==> src/memBusPkg.sv <==
package memBusPkg;

    // byte address into the shared RAM
    localparam int addrWidth = 17;

    // data and instruction word width
    localparam int dataWidth = 32;

    // width of one RAM location
    localparam int byteWidth = 8;

    // bytes in one full word and in every fetch
    localparam int wordBytes = 4;

endpackage

==> src/memOpPkg.sv <==
package memOpPkg;

    // direction of an access
    typedef enum logic {
        dirRead  = 1'b0,
        dirWrite = 1'b1
    } accessDir;

    // requesting port of an access
    typedef enum logic {
        portInst = 1'b0,
        portLs   = 1'b1
    } portSel;

    // byte count of an access
    typedef logic [2:0] accessLen;

    localparam accessLen lenByte = 3'd1;
    localparam accessLen lenHalf = 3'd2;
    localparam accessLen lenWord = 3'd4;

endpackage

==> src/memArbiter.sv <==
`timescale 1ns/1ps

module memArbiter import memBusPkg::*, memOpPkg::*; (
    input  logic                 clk,
    input  logic                 rst,
    input  logic                 rdy,
    input  logic                 missEn,
    input  logic [addrWidth-1:0] missAddr,
    input  logic                 missCancel,
    output logic                 missDone,
    output logic [dataWidth-1:0] missData,
    input  logic                 lsEn,
    input  accessDir             lsDir,
    input  logic [addrWidth-1:0] lsAddr,
    input  accessLen             lsLen,
    input  logic [dataWidth-1:0] storeData,
    output logic                 lsDone,
    output logic [dataWidth-1:0] loadData,
    output logic                 ramWe,
    output logic [addrWidth-1:0] ramAddr,
    output logic [byteWidth-1:0] ramWdata,
    input  logic [byteWidth-1:0] ramRdata
);

    localparam int shiftBits = $clog2(dataWidth);

    // one waiting slot per port
    logic                 lsWait;
    accessDir             lsWaitDir;
    logic [addrWidth-1:0] lsWaitAddr;
    accessLen             lsWaitLen;
    logic [dataWidth-1:0] lsWaitData;
    logic                 instWait;
    logic [addrWidth-1:0] instWaitAddr;

    // access in flight
    logic                 busy;
    portSel               curPort;
    accessDir             curDir;
    accessLen             curLen;
    accessLen             stage;
    logic [addrWidth-1:0] curAddr;
    logic [dataWidth-1:0] storeShift;
    logic [dataWidth-1:0] captureReg;
    logic [dataWidth-1:0] loadHold;

    // choice of the next access
    logic                 takeLsSlot;
    logic                 takeInstSlot;
    logic                 takeLsNew;
    logic                 takeInstNew;
    logic                 startAny;
    portSel               nxtPort;
    accessDir             nxtDir;
    logic [addrWidth-1:0] nxtAddr;
    accessLen             nxtLen;
    logic [dataWidth-1:0] nxtData;

    logic                 lastStage;
    logic                 finishing;
    logic                 canStart;
    logic [shiftBits-1:0] byteShift;
    logic [dataWidth-1:0] merged;

    assign lastStage = busy && stage == curLen;
    // a cancelled fetch ends right away
    assign finishing = lastStage || (busy && curPort == portInst && missCancel);
    assign canStart = !busy || finishing;

    // byte read at stage s-1 arrives at stage s
    assign byteShift = shiftBits'((stage - 3'd1) * byteWidth);
    assign merged = captureReg | (dataWidth'(ramRdata) << byteShift);

    // LS slot, fetch slot, new LS, new fetch
    always_comb begin
        takeLsSlot = 1'b0;
        takeInstSlot = 1'b0;
        takeLsNew = 1'b0;
        takeInstNew = 1'b0;
        nxtPort = portLs;
        nxtDir = lsDir;
        nxtAddr = lsAddr;
        nxtLen = lsLen;
        nxtData = storeData;
        if (lsWait) begin
            takeLsSlot = canStart;
            nxtDir = lsWaitDir;
            nxtAddr = lsWaitAddr;
            nxtLen = lsWaitLen;
            nxtData = lsWaitData;
        end else if (instWait && !missCancel) begin
            takeInstSlot = canStart;
            nxtPort = portInst;
            nxtDir = dirRead;
            nxtAddr = instWaitAddr;
            nxtLen = lenWord;
        end else if (lsEn) begin
            takeLsNew = canStart;
        end else if (missEn && !missCancel) begin
            takeInstNew = canStart;
            nxtPort = portInst;
            nxtDir = dirRead;
            nxtAddr = missAddr;
            nxtLen = lenWord;
        end
    end

    assign startAny = takeLsSlot || takeInstSlot || takeLsNew || takeInstNew;

    assign ramWe = busy && curDir == dirWrite && stage < curLen;
    assign ramAddr = curAddr;
    assign ramWdata = storeShift[byteWidth-1:0];

    assign lsDone = rdy && lastStage && curPort == portLs;
    assign missDone = rdy && lastStage && curPort == portInst && !missCancel;
    assign missData = merged;
    // last byte comes straight from the RAM in the done cycle
    assign loadData = (lsDone && curDir == dirRead) ? merged : loadHold;

    always_ff @(posedge clk) begin
        if (rst) begin
            busy <= 1'b0;
            stage <= '0;
            curPort <= portInst;
            curDir <= dirRead;
            curLen <= '0;
            lsWait <= 1'b0;
            instWait <= 1'b0;
        end else if (rdy) begin
            if (takeLsSlot) begin
                lsWait <= 1'b0;
            end else if (lsEn && !takeLsNew) begin
                lsWait <= 1'b1;
            end
            if (missCancel || takeInstSlot) begin
                instWait <= 1'b0;
            end else if (missEn && !takeInstNew) begin
                instWait <= 1'b1;
            end
            if (canStart) begin
                busy <= startAny;
                stage <= '0;
                curPort <= nxtPort;
                curDir <= nxtDir;
                curLen <= nxtLen;
            end else begin
                stage <= stage + 3'd1;
            end
        end
    end

    always_ff @(posedge clk) begin
        if (rdy) begin
            if (lsEn) begin
                lsWaitDir <= lsDir;
                lsWaitAddr <= lsAddr;
                lsWaitLen <= lsLen;
                lsWaitData <= storeData;
            end
            if (missEn) begin
                instWaitAddr <= missAddr;
            end
            if (canStart) begin
                curAddr <= nxtAddr;
                storeShift <= nxtData;
                captureReg <= '0;
            end else begin
                curAddr <= curAddr + 1'b1;
                storeShift <= storeShift >> byteWidth;
                if (stage != '0) begin
                    captureReg <= merged;
                end
            end
            if (lsDone && curDir == dirRead) begin
                loadHold <= merged;
            end
        end
    end

endmodule

==> config.mk <==
export PLATFORM = sky130hd
export DESIGN_NAME = memArbiter
export DESIGN_NICKNAME = d
export VERILOG_FILES = /design/src/memBusPkg.sv /design/src/memOpPkg.sv /design/src/memArbiter.sv
export SDC_FILE = /design/constraint.sdc
export NUM_CORES = 1
export LEC_CHECK = 0
export BUFFER_PORTS_ARGS = -buffer_cell sky130_fd_sc_hd__buf_2
export CAP_MARGIN = 20
export CORE_ASPECT_RATIO = 1.75
export CORE_MARGIN = 5
export CORE_UTILIZATION = 40
export CTS_BUF_LIST = sky130_fd_sc_hd__clkbuf_16
export CTS_CLUSTER_SIZE = 25
export DETAILED_ROUTE_END_ITERATION = 10
export PLACE_DENSITY = 0.7
export RECOVER_POWER = 50
export SYNTH_ARGS = -nofsm -noshare
export SYNTH_HDL_FRONTEND = slang
export SYNTH_SLANG_ARGS = --single-unit
==> constraint.sdc <==
create_clock -name clk -period 9.4 [get_ports clk]
set_input_delay 0.94 -clock clk [delete_from_list [all_inputs] [get_ports clk]]
set_output_delay 0.94 -clock clk [all_outputs]
set_load 0.02 [all_outputs]
==> flow_metrics.tcl <==
set metrics [dict create \
    period_share 0.558 \
    yosysUniqueCellTypes 49 \
    cts_resized 0 \
    antenna_cells 0 \
    critPathKind "input pin to output port" \
    combinationalPowerShare 0.116 \
    crit_path_max_fanout 64 \
    cts_tree "built" \
    fin_worst_skew_ps 8.39 \
    power.density_nw_per_um2 199 \
    power_frac_clock 0.347 \
    drtAntennaViolNets 0 \
    hold_violations 0 \
    syn2layout_area_growth_pct 17.4 \
    cts_setup_buffers 0 \
    required_ps 8460 \
    synth_edf_count 183 \
    setup_violations 0 \
    first_pass_iters 8 \
    cts_num_sinks 194 \
    clockBufferDepth 2 \
    reg2reg_slack_ps 6180 \
    rsz0062_at_grt "no" \
    path_clk_slew_ps 70 \
    grt_pass1_vias 5661 \
    drive_gt1_frac 0.174 \
    io_buffer_count 175 \
    dr_total_vias 5763 \
    outcome "finished with violations" \
    p_leak_nw 3.65 \
    grt_usage 0.163 \
    r2r_end "instWait" \
    violations "max-capacitance violations, max-slew violations" \
    core_area_um2 20800 \
    syn_inst 669 \
    switchingPower_uw 509 \
    p_sw_frac 0.259 \
    tightestPinTransition_ps 1940 \
    gp_congestion 0.797 \
    crit_chain "clkbuf_1 -> nand2_1 -> or4_2 -> o21ai_0 -> buf_2" \
    synth_flop_cell "edfxtp_1" \
    yosys_warnings 0 \
    syn-num-nets 759 \
    critPathMaxStageDelay_ps 1360 \
    min_to "stage[1]" \
    tns_ps 0 \
    viasPerCell 5.31 \
    dieArea_um2 24200 \
    final_max_slew_viol_count 76 \
    p_seq_frac 0.536 \
    timing.final.crit_period_ps 5240 \
    io_pins 176 \
    critPathLaunchType "input pin" \
    rows 70 \
    hpwlAfterDp_um 13500 \
    worstHoldPathType "register to register" \
    synth_area_um2 8430 \
    cp_slowest_cell "clkbuf_1" \
    clock_latency_ps 430 \
    antenna_found_initial 0 \
    worstReg2RegStart "stage[0]" \
    drt_iter0_markers 430 \
    min_from "stage[1]" \
    max-vdd-ir-drop_mv 0.115 \
    final_common_cell "edfxtp_1" \
    hold_buffers 0 \
    ys_seq_elements 194 \
    max_slew_margin -0.296 \
    die_x_um 120 \
    grt_overflow_total 0 \
    p_int_mw 1.46 \
    yosysSeqAreaShare 0.678 \
    syn_area_per_cell_um2 12.6 \
    cts_buffers 17 \
    final_cell_mix "183 x edfxtp_1, 101 x buf_2, 75 x clkbuf_1" \
    start_util 0.404 \
    timing.max_cap.violations 2 \
    reg2regPathDepth 7 \
    avgRoutedWirePerCell_um 18.2 \
    die-height_um 202 \
    drc 0 \
    arrival_ps 4300 \
    async_flop_share 0 \
    endpoint_kind "output port" \
    finalWirelength_um 19800 \
    report.power.total_mw 1.97 \
    grt_max_degree 65 \
    cts_max_level 4 \
    nets 911 \
    max_freq_mhz 191 \
    grt_pass1_wl_um 30600 \
    ctsRootBufferMaster "clkbuf_16" \
    whs_path_depth 2 \
]
[cells by family after synthesis]
group           synth area share
compound gates             0.117
xor+xnor                  0.0125
fa+ha+maj                0.00891
buf+inv                   0.0472
flops                      0.678
mux                       0.0392
simple gates              0.0975
[routing by layer]
layer | global-route usage | part of all wire | up-vias
li1 | - | - | 2784
met3 | 0.0347 | 0.053 | 40
met1 | 0.191 | 0.40 | 2738
met5 | 0 | 0 | -
met2 | 0.285 | 0.51 | 201
met4 | 0.0705 | 0.032 | 0
[synthesized netlist by cell type (3+ instances only)]
cell | n | area share
buf_1 | 6 | 0.0027
nor3_1 | 5 | 0.0030
and3_1 | 5 | 0.0037
o21ai_0 | 63 | 0.037
a22oi_1 | 15 | 0.013
a2111oi_0 | 3 | 0.0031
and2_1 | 5 | 0.0037
buf_4 | 9 | 0.0080
nand4_1 | 7 | 0.0052
a222oi_1 | 13 | 0.015
nand3_1 | 8 | 0.0048
inv_1 | 41 | 0.018
nor2b_1 | 3 | 0.0022
a211oi_1 | 5 | 0.0045
dfxtp_1 | 11 | 0.026
buf_2 | 12 | 0.0071
nor2_1 | 48 | 0.021
a21oi_1 | 55 | 0.033
xor2_1 | 10 | 0.010
mux2i_1 | 33 | 0.039
nand2_1 | 68 | 0.030
ha_1 | 6 | 0.0089
clkbuf_1 | 19 | 0.0085
edfxtp_1 | 183 | 0.65
[through the flow]
step | cell area, um2 | std cells | hold WS [ps] | utilization | setup slack (ps)
2_1_floorplan | 8430 | 669 | 474 | - | 5990
3_3_place_gp | 9450 | 1054 | 501 | 0.453 | 5320
3_5_place_dp | 9450 | 1054 | 504 | 0.453 | 5230
4_1_cts | 9990 | 1086 | 514 | 0.479 | 5160
5_1_grt | 9890 | 1086 | 536 | 0.475 | 3790
6_report | 9890 | 1086 | 513 | 0.475 | 4160
[power by group through the flow]
stage / sequential (mW) / clock [mW] / combinational, mW
after detailed placement: 1.07 / 0 / 0.239
after CTS: 1.06 / 0.702 / 0.240
after global placement: 1.07 / 0 / 0.234
after global routing: 1.06 / 0.736 / 0.254
final: 1.06 / 0.684 / 0.229
after floorplan: 1.07 / 0 / 0.143
[state kept, by name, summed over array words and instances (netlist names), 3 cells and up]
name,cells
loadHold,32
storeShift,32
ramAddr,17
lsWaitAddr,17
instWaitAddr,17
captureReg,32
stage,3
lsWaitData,32
lsWaitLen,3
curLen,3
[critical path, delay by kind of cell]
kind	cells	cell delay [ps]
AOI/OAI and AO/OA	1	420
buffers and inverters	2	1590
and+or+nand+nor	2	1330
[how the worst max path moves through the flow]
| stage | start | end | slack [ps] | cells past startpoint |
|---|---|---|---|---|
| 4_1_cts | stage[0] | loadData[22] | 5160 | 6 |
| 3_5_place_dp | rdy | loadData[22] | 5230 | 5 |
| 3_3_place_gp | rdy | loadData[30] | 5320 | 5 |
| 5_1_grt | rdy | loadData[14] | 3790 | 5 |
| 2_1_floorplan | missCancel | captureReg[0] | 5990 | 5 |
| 6_report | rdy | loadData[19] | 4160 | 5 |
[final cells by class]
type | count | area, um2
clock inverters | 15 | 121
flip-flops and latches | 194 | 5720
well taps | 252 | 315
multi-input cells | 386 | 2330
clock buffers | 17 | 425
repair buffers | 181 | 825
fillers | 1979 | 11000
inverters | 41 | 154
Note: power is estimated with default switching activity, not from simulation.
