`config.mk`:
```
export PLATFORM = sky130hd
export DESIGN_NAME = instCache
export DESIGN_NICKNAME = d
export VERILOG_FILES = /design/src/memBusPkg.sv /design/src/instCache.sv
export SDC_FILE = /design/constraint.sdc
export NUM_CORES = 1
export LEC_CHECK = 0
export BUFFER_PORTS_ARGS = -buffer_cell sky130_fd_sc_hd__buf_2
export CAP_MARGIN = 20
export CORE_ASPECT_RATIO = 1.5
export CORE_MARGIN = 4
export CORE_UTILIZATION = 35
export DETAILED_ROUTE_END_ITERATION = 7
export PLACE_DENSITY_LB_ADDON = 0.15
export RECOVER_POWER = 100
export SETUP_SLACK_MARGIN = 0.5
export SLEW_MARGIN = 0
export SYNTH_ARGS = -nofsm -noshare
export SYNTH_HDL_FRONTEND = slang
export SYNTH_SLANG_ARGS = --single-unit
```
`constraint.sdc`:
```
create_clock -name clk -period 8.4 [get_ports clk]
set_input_delay 1.68 -clock clk [delete_from_list [all_inputs] [get_ports clk]]
set_output_delay 1.68 -clock clk [all_outputs]
set_load 0.02 [all_outputs]
```
`src/memBusPkg.sv`:
```
package memBusPkg;

    // byte address into the shared RAM
    localparam int addrWidth = 17;

    // data and instruction word width
    localparam int dataWidth = 32;

    // width of one RAM location
    localparam int byteWidth = 8;

    // bytes in one full word and in every fetch
    localparam int wordBytes = 4;

endpackage

```
`src/instCache.sv`:
```
`timescale 1ns/1ps

module instCache import memBusPkg::*; #(
    parameter int cacheIndexBits = 4
) (
    input  logic                 clk,
    input  logic                 rst,
    input  logic                 rdy,
    input  logic                 fetchEn,
    input  logic [addrWidth-1:0] pc,
    input  logic                 flush,
    output logic                 instValid,
    output logic [dataWidth-1:0] inst,
    output logic [addrWidth-1:0] instPc,
    output logic                 missEn,
    output logic [addrWidth-1:0] missAddr,
    output logic                 missCancel,
    input  logic                 missDone,
    input  logic [dataWidth-1:0] missData
);

    localparam int offsetBits = $clog2(wordBytes);
    localparam int tagBits = addrWidth - cacheIndexBits - offsetBits;
    localparam int lineCount = 1 << cacheIndexBits;

    logic [lineCount-1:0] lineValid;
    logic [tagBits-1:0]   lineTag [0:lineCount-1];
    logic [dataWidth-1:0] lineData [0:lineCount-1];

    logic [cacheIndexBits-1:0] fetchIdx;
    logic [tagBits-1:0]        fetchTag;
    logic                      hit;

    // the one outstanding miss
    logic                      pendValid;
    logic [addrWidth-1:0]      pendPc;
    logic [cacheIndexBits-1:0] pendIdx;
    logic [tagBits-1:0]        pendTag;
    logic                      fill;

    assign fetchIdx = pc[offsetBits +: cacheIndexBits];
    assign fetchTag = pc[addrWidth-1 -: tagBits];
    assign hit = lineValid[fetchIdx] && lineTag[fetchIdx] == fetchTag;

    assign pendIdx = pendPc[offsetBits +: cacheIndexBits];
    assign pendTag = pendPc[addrWidth-1 -: tagBits];
    // a flush in the done cycle already suppresses missDone
    assign fill = pendValid && missDone && !flush;

    assign missEn = fetchEn && !hit && !flush;
    assign missAddr = pc;
    assign missCancel = flush;

    always_ff @(posedge clk) begin
        if (rst) begin
            lineValid <= '0;
            pendValid <= 1'b0;
            instValid <= 1'b0;
        end else if (rdy) begin
            instValid <= 1'b0;
            if (flush) begin
                pendValid <= 1'b0;
            end else if (fill) begin
                lineValid[pendIdx] <= 1'b1;
                pendValid <= 1'b0;
                instValid <= 1'b1;
            end else if (fetchEn) begin
                if (hit) begin
                    instValid <= 1'b1;
                end else begin
                    pendValid <= 1'b1;
                end
            end
        end
    end

    // tags, words and the output word
    always_ff @(posedge clk) begin
        if (rdy) begin
            if (fill) begin
                lineTag[pendIdx] <= pendTag;
                lineData[pendIdx] <= missData;
                inst <= missData;
                instPc <= pendPc;
            end else if (fetchEn && !flush) begin
                if (hit) begin
                    inst <= lineData[fetchIdx];
                    instPc <= pc;
                end else begin
                    pendPc <= pc;
                end
            end
        end
    end

endmodule

```
==> results.toml, run 1 <==
[clock_network]
cts_inserted_buffers = 76
clk_pin_slew_ns = 0.06
clockBufferDepth = 3
insertion_delay_ns = 0.62
cts_tree = "built"
cts-root-buf = "clkbuf_16"
ctsHoldBuffers = 0
post_cts_buffers = 0
htree_num_levels = 3
cts_resized = 0
cts_sinks = 772

[grt]
grt_overflow = 0
grt_pass1_wl_mm = 106
grtUsageTotal = 0.163
antenna_found_initial = 4
grt_max_degree = 90
grt_pass1_vias = 15100

[synthesis]
syn_inst = 1314
postSynth.asyncResetShare = 0
synth_top_area_frac = 0.761
yosys_warnings = 0
synth_flop_cell = "edfxtp_1"
synth_top_family_by_area = "multiplexers"
synth_area_leader_cell = "edfxtp_1"
seq_area_frac_synth = 0.773
synth_fa_ha_area_frac = 0
synth-edff-count = 754
syn_avg_cell_area_um2 = 22.6
syn_nets = 1369
synth_compound_area_frac = 0.0145
yosys.cell_types.count = 51
yosys.area_share.simple = 0.0185
syn_area_mm2 = 0.0297
ys_top_cells_by_area = "edfxtp_1 76%, mux4_2 14%, mux2i_1 1.5%"
synth-xor-area-share = 0.00324
synthMuxAreaShare = 0.174
synth_seq_cells = 772

[cells_and_area]
final_cell_mix = "754 x edfxtp_1, 186 x mux4_2, 155 x clkbuf_1, 79 x clkbuf_16, 55 x nor2_1"
fin_cells = 2654
drive_above_1_share = 0.231
finish.utilization = 0.402
layout.nets = 1523
layout_commonest_cell = "edfxtp_1"
syn2layout_area_growth_pct = 13.7
fillerInstances = 7601

[run_status]
status = "finished, violations left"
violations = "capacitance limit, slew limit"

[timing]
period_minus_slack_ns = 7.02
fin_crit_sh = 0.836
fmax_ghz = 0.142
slew_headroom = -1.42
worst_slew_pin_slew_ns = 3.63
slew_viol_final = 653
setup_viol_count_final = 0
rsz0062_at_grt = "no"
hold_viol = 0
tns_ns = 0
whs_ns = 0.466
clock_skew_ns = 0.0290

[worst_setup_path]
critical_path_required_ns = 6.72
worstPathArrival_ns = 5.34
worstSetupEndpointType = "output port"
crit_fanout = 53
critPathKind = "input pin to output port"
cp-start-kind = "input pin"

[run]
maxCapViolations = 25

[detailed_routing]
route.detailed.drc = 0
dr_total_vias = 13700
vias_per_cell = 5.18
drt_iter0_drc = 862
wirelength_mm = 72.5
wl_per_cell_um = 27.3
ant_nets = 0
first_pass_iters = 4

[placed_design]
dp.cells = 2512
gp_congestion = 0.714
io_buffers = 123
hpwl_mm = 38.0

[pwr]
cellPowerDensity_mw_per_mm2 = 236
vdd_ir_drop_max_v = 0.000139
total_power_uw = 7990
p_leak_uw = 0.0104

[floorplanning]
die_width_um = 246
coreArea_mm2 = 0.0841
ioPinCount = 124
start_util = 0.354
core.rowCount = 130
die_h_um = 365
die_area_mm2 = 0.0898

[worst_hold_path]
hp-class = "flip-flop to flip-flop"
synthesized netlist by cell type (5+ instances only):
| cell | number |
|---|---|
| mux2_2 | 36 |
| xor2_1 | 6 |
| nor2b_1 | 6 |
| mux2i_1 | 46 |
| a22oi_1 | 7 |
| xnor2_1 | 5 |
| dfxtp_1 | 18 |
| nand2_1 | 14 |
| mux4_2 | 186 |
| nand2b_1 | 7 |
| edfxtp_1 | 754 |
| o21ai_1 | 10 |
| mux4_1 | 5 |
| o21ai_0 | 9 |
| nor2_1 | 55 |
| buf_1 | 5 |
| o21ba_2 | 5 |
| clkbuf_1 | 21 |
| a21oi_1 | 18 |
| buf_4 | 21 |
| buf_2 | 26 |
worst paths after layout:
check	start	to	slack, ns	depth (start not counted)
worst max register to register	pendValid$_SDFFE_PP0P_	lineData[5][22]$_DFFE_PP_	2.41	5
worst min register to register	lineValid[6]$_SDFFE_PP0P_	lineValid[6]$_SDFFE_PP0P_	0.47	2
worst min-delay path	lineValid[6]$_SDFFE_PP0P_	lineValid[6]$_SDFFE_PP0P_	0.47	2
worst max-delay path	pc[4]	missAddr[4]	1.38	3
power by group:
group          switching (µW)  leakage, µW  internal, µW
combinational             187      0.00225           136
sequential               8.78      0.00692          4230
clock                    1470      0.00120          1960
layer usage:
| layer | vias up | wire, µm | track usage |
|---|---|---|---|
| li1 | 5831 | - | - |
| met1 | 7523 | 29900 | 0.206 |
| met2 | 301 | 38300 | 0.290 |
| met3 | 88 | 2840 | 0.0272 |
| met4 | 2 | 1470 | 0.0435 |
| met5 | - | 13 | 0 |
final cells by class:
type	instances	area [µm²]	share of cell area
clock buffers	97	2040	0.0604
clock inverters	44	438	0.0129
flip-flops and latches	772	23000	0.680
inverters	3	11.3	0.000333
repair buffers	155	656	0.0194
well taps	1122	1400	0.0415
diodes	1	2.50	0.0000740
multi-input cells	460	6270	0.185
state kept, by name, indices dropped and copies added (netlist names):
signal,cells
instValid,1
pendPc,17
lineData,512
instPc,17
pendValid,1
inst,32
lineValid,16
lineTag,176
through the flow:
step	setup WS (ns)	area [µm²]
floorplan	2.33	29700
global placement	1.76	31700
detailed placement	1.71	31700
CTS	1.70	34200
global route	1.05	33800
finish	1.38	33800
critical path: stages:
cell      delay, ns
buf_4          0.68
clkbuf_1       2.61
clkbuf_1       0.34
logic make-up (layout without fill, tap and decap cells):
family	count (synthesis)	count (layout)
other	0	1
buffers and inverters	82	299
AOI/OAI and AO/OA	65	65
DFF	772	772
and+or+nand+nor	111	111
muxes	273	273
xor gates and xnor gates	11	11
(Power assumes the default switching activity.)
==> run 2: changes to the inputs <==
clock period = 6.2 ns   (was 8.4 ns; I/O delays follow)
==> results.toml, run 2 (same netlist as run 1, synthesis figures left out) <==
[cells_and_area]
drive_above_1_share = 0.254
largest_reg_flops = 512
syn2layout_area_growth_pct = 14.4
layout_commonest_cell = "edfxtp_1"
fillerInstances = 7530
reg_top3 = "lineData (512), lineTag (176), inst (32)"
layout.nets = 1533
final_cell_mix = "754 x edfxtp_1, 186 x mux4_2, 136 x clkbuf_1, 77 x clkbuf_16, 46 x mux2i_1"
final_area_mm2 = 0.0340
regMostFlops = "lineData"

[clock_network]
cts-root-buf = "clkbuf_16"
cts_resized = 0
clk_pin_slew_ns = 0.06
cts_tree = "built"
insertion_delay_ns = 0.62
ctsHoldBuffers = 0
post_cts_buffers = 0
clockBufferDepth = 3
cts_sinks = 772
cts_inserted_buffers = 75
htree_num_levels = 3

[grt]
grt_pass1_vias = 14900
grt_pass1_wl_mm = 104
grtUsageTotal = 0.160
grt_max_degree = 93
grt_overflow = 0
antenna_found_initial = 3

[timing]
setup_viol_count_final = 0
hold_viol = 0
fmax_ghz = 0.176
fin_crit_sh = 0.919
period_minus_slack_ns = 5.70
rsz0062_at_grt = "no"
slew_headroom = -0.473
worst_slew_pin_slew_ns = 2.20
tns_ns = 0
slew_viol_final = 249
clock_skew_ns = 0.0279

[worst_setup_path]
worstPathArrival_ns = 5.92
r2r_start = "pendValid$_SDFFE_PP0P_"
cp-start-kind = "input pin"
crit_fanout = 38
critical_path_required_ns = 6.43
worstSetupStartpoint = "missDone"
critPathKind = "input pin to flip-flop"
worstSetupEndpointType = "flip-flop"

[placed_design]
placed_cell_area_mm2 = 0.0319
gp_congestion = 0.727
hpwl_mm = 38.9
io_buffers = 123

[floorplanning]
core.rowCount = 130
die_width_um = 246
die_h_um = 365
coreArea_mm2 = 0.0841
ioPinCount = 124
die_area_mm2 = 0.0898
start_util = 0.354

[run]
maxCapViolations = 10

[pwr]
vdd_ir_drop_max_v = 0.000168
cellPowerDensity_mw_per_mm2 = 317
p_leak_uw = 0.0105

[detailed_routing]
wl_per_cell_um = 26.8
route.detailed.drc = 0
ant_nets = 0
vias_per_cell = 5.12
first_pass_iters = 5
dr_total_vias = 13600
wirelength_mm = 71.3
drt_iter0_drc = 972

[run_status]
status = "finished, violations left"
violations = "capacitance limit, slew limit"

[worst_hold_path]
holdCritStartpoint = "lineValid[5]$_SDFFE_PP0P_"
hp-class = "flip-flop to flip-flop"
-- run 2: final timing paths --
check	end	slack (ns)	depth (start not counted)
setup / recovery	lineData[1][30]$_DFFE_PP_	0.50	7
hold / removal	lineValid[5]$_SDFFE_PP0P_	0.47	2
setup reg to reg	lineData[1][30]$_DFFE_PP_	1.10	6
hold reg to reg	lineValid[5]$_SDFFE_PP0P_	0.47	2
-- run 2: cell type report --
type / count / area (µm²) / share of cell area
sequential: 772 / 23000 / 0.676
clock buffer: 92 / 1980 / 0.0583
inverter: 3 / 11.3 / 0.000331
timing repair buffer: 166 / 851 / 0.0250
clock inverter: 46 / 473 / 0.0139
multi-input combinational: 460 / 6300 / 0.185
tap: 1122 / 1400 / 0.0413
antenna: 1 / 2.50 / 0.0000735
-- run 2: layer usage --
layer  routed length, µm  vias up  global-route usage  part of all wire
li1                    -     5843                   -                 -
met1               29200     7437               0.203              0.41
met2               38000      266               0.287              0.53
met3                2830       82              0.0257             0.040
met4                1220        2              0.0397             0.017
met5                  13        -                   0           0.00018
-- run 2: through the flow --
| stage | hold WS [ns] | total power, µW | cells | setup slack [ns] | utilization |
|---|---|---|---|---|---|
| 6_report | 0.469 | 10800 | 2662 | 0.504 | 0.405 |
| 5_1_grt | 0.501 | 11200 | 2661 | 0.309 | 0.405 |
| 4_1_cts | 0.473 | 10900 | 2661 | 0.742 | 0.408 |
| 3_5_place_dp | 0.459 | 6310 | 2523 | 0.737 | 0.379 |
| 3_3_place_gp | 0.449 | 6310 | 2523 | 0.769 | 0.379 |
| 2_1_floorplan | 0.435 | 6140 | 1314 | 0.570 | - |
-- run 2: worst max-delay path, cell delays in order --
cell and delay (ns):
clkbuf_1 0.28, nand2_1 0.21, nor2_1 1.65, nand2_1 0.34, or3_1 0.52, nor2_1 0.71, clkbuf_4 0.92
-- run 2: power breakdown --
part           internal (µW)  switching (µW)
clock network           2630            1960
registers               5730            12.2
logic                    187             257
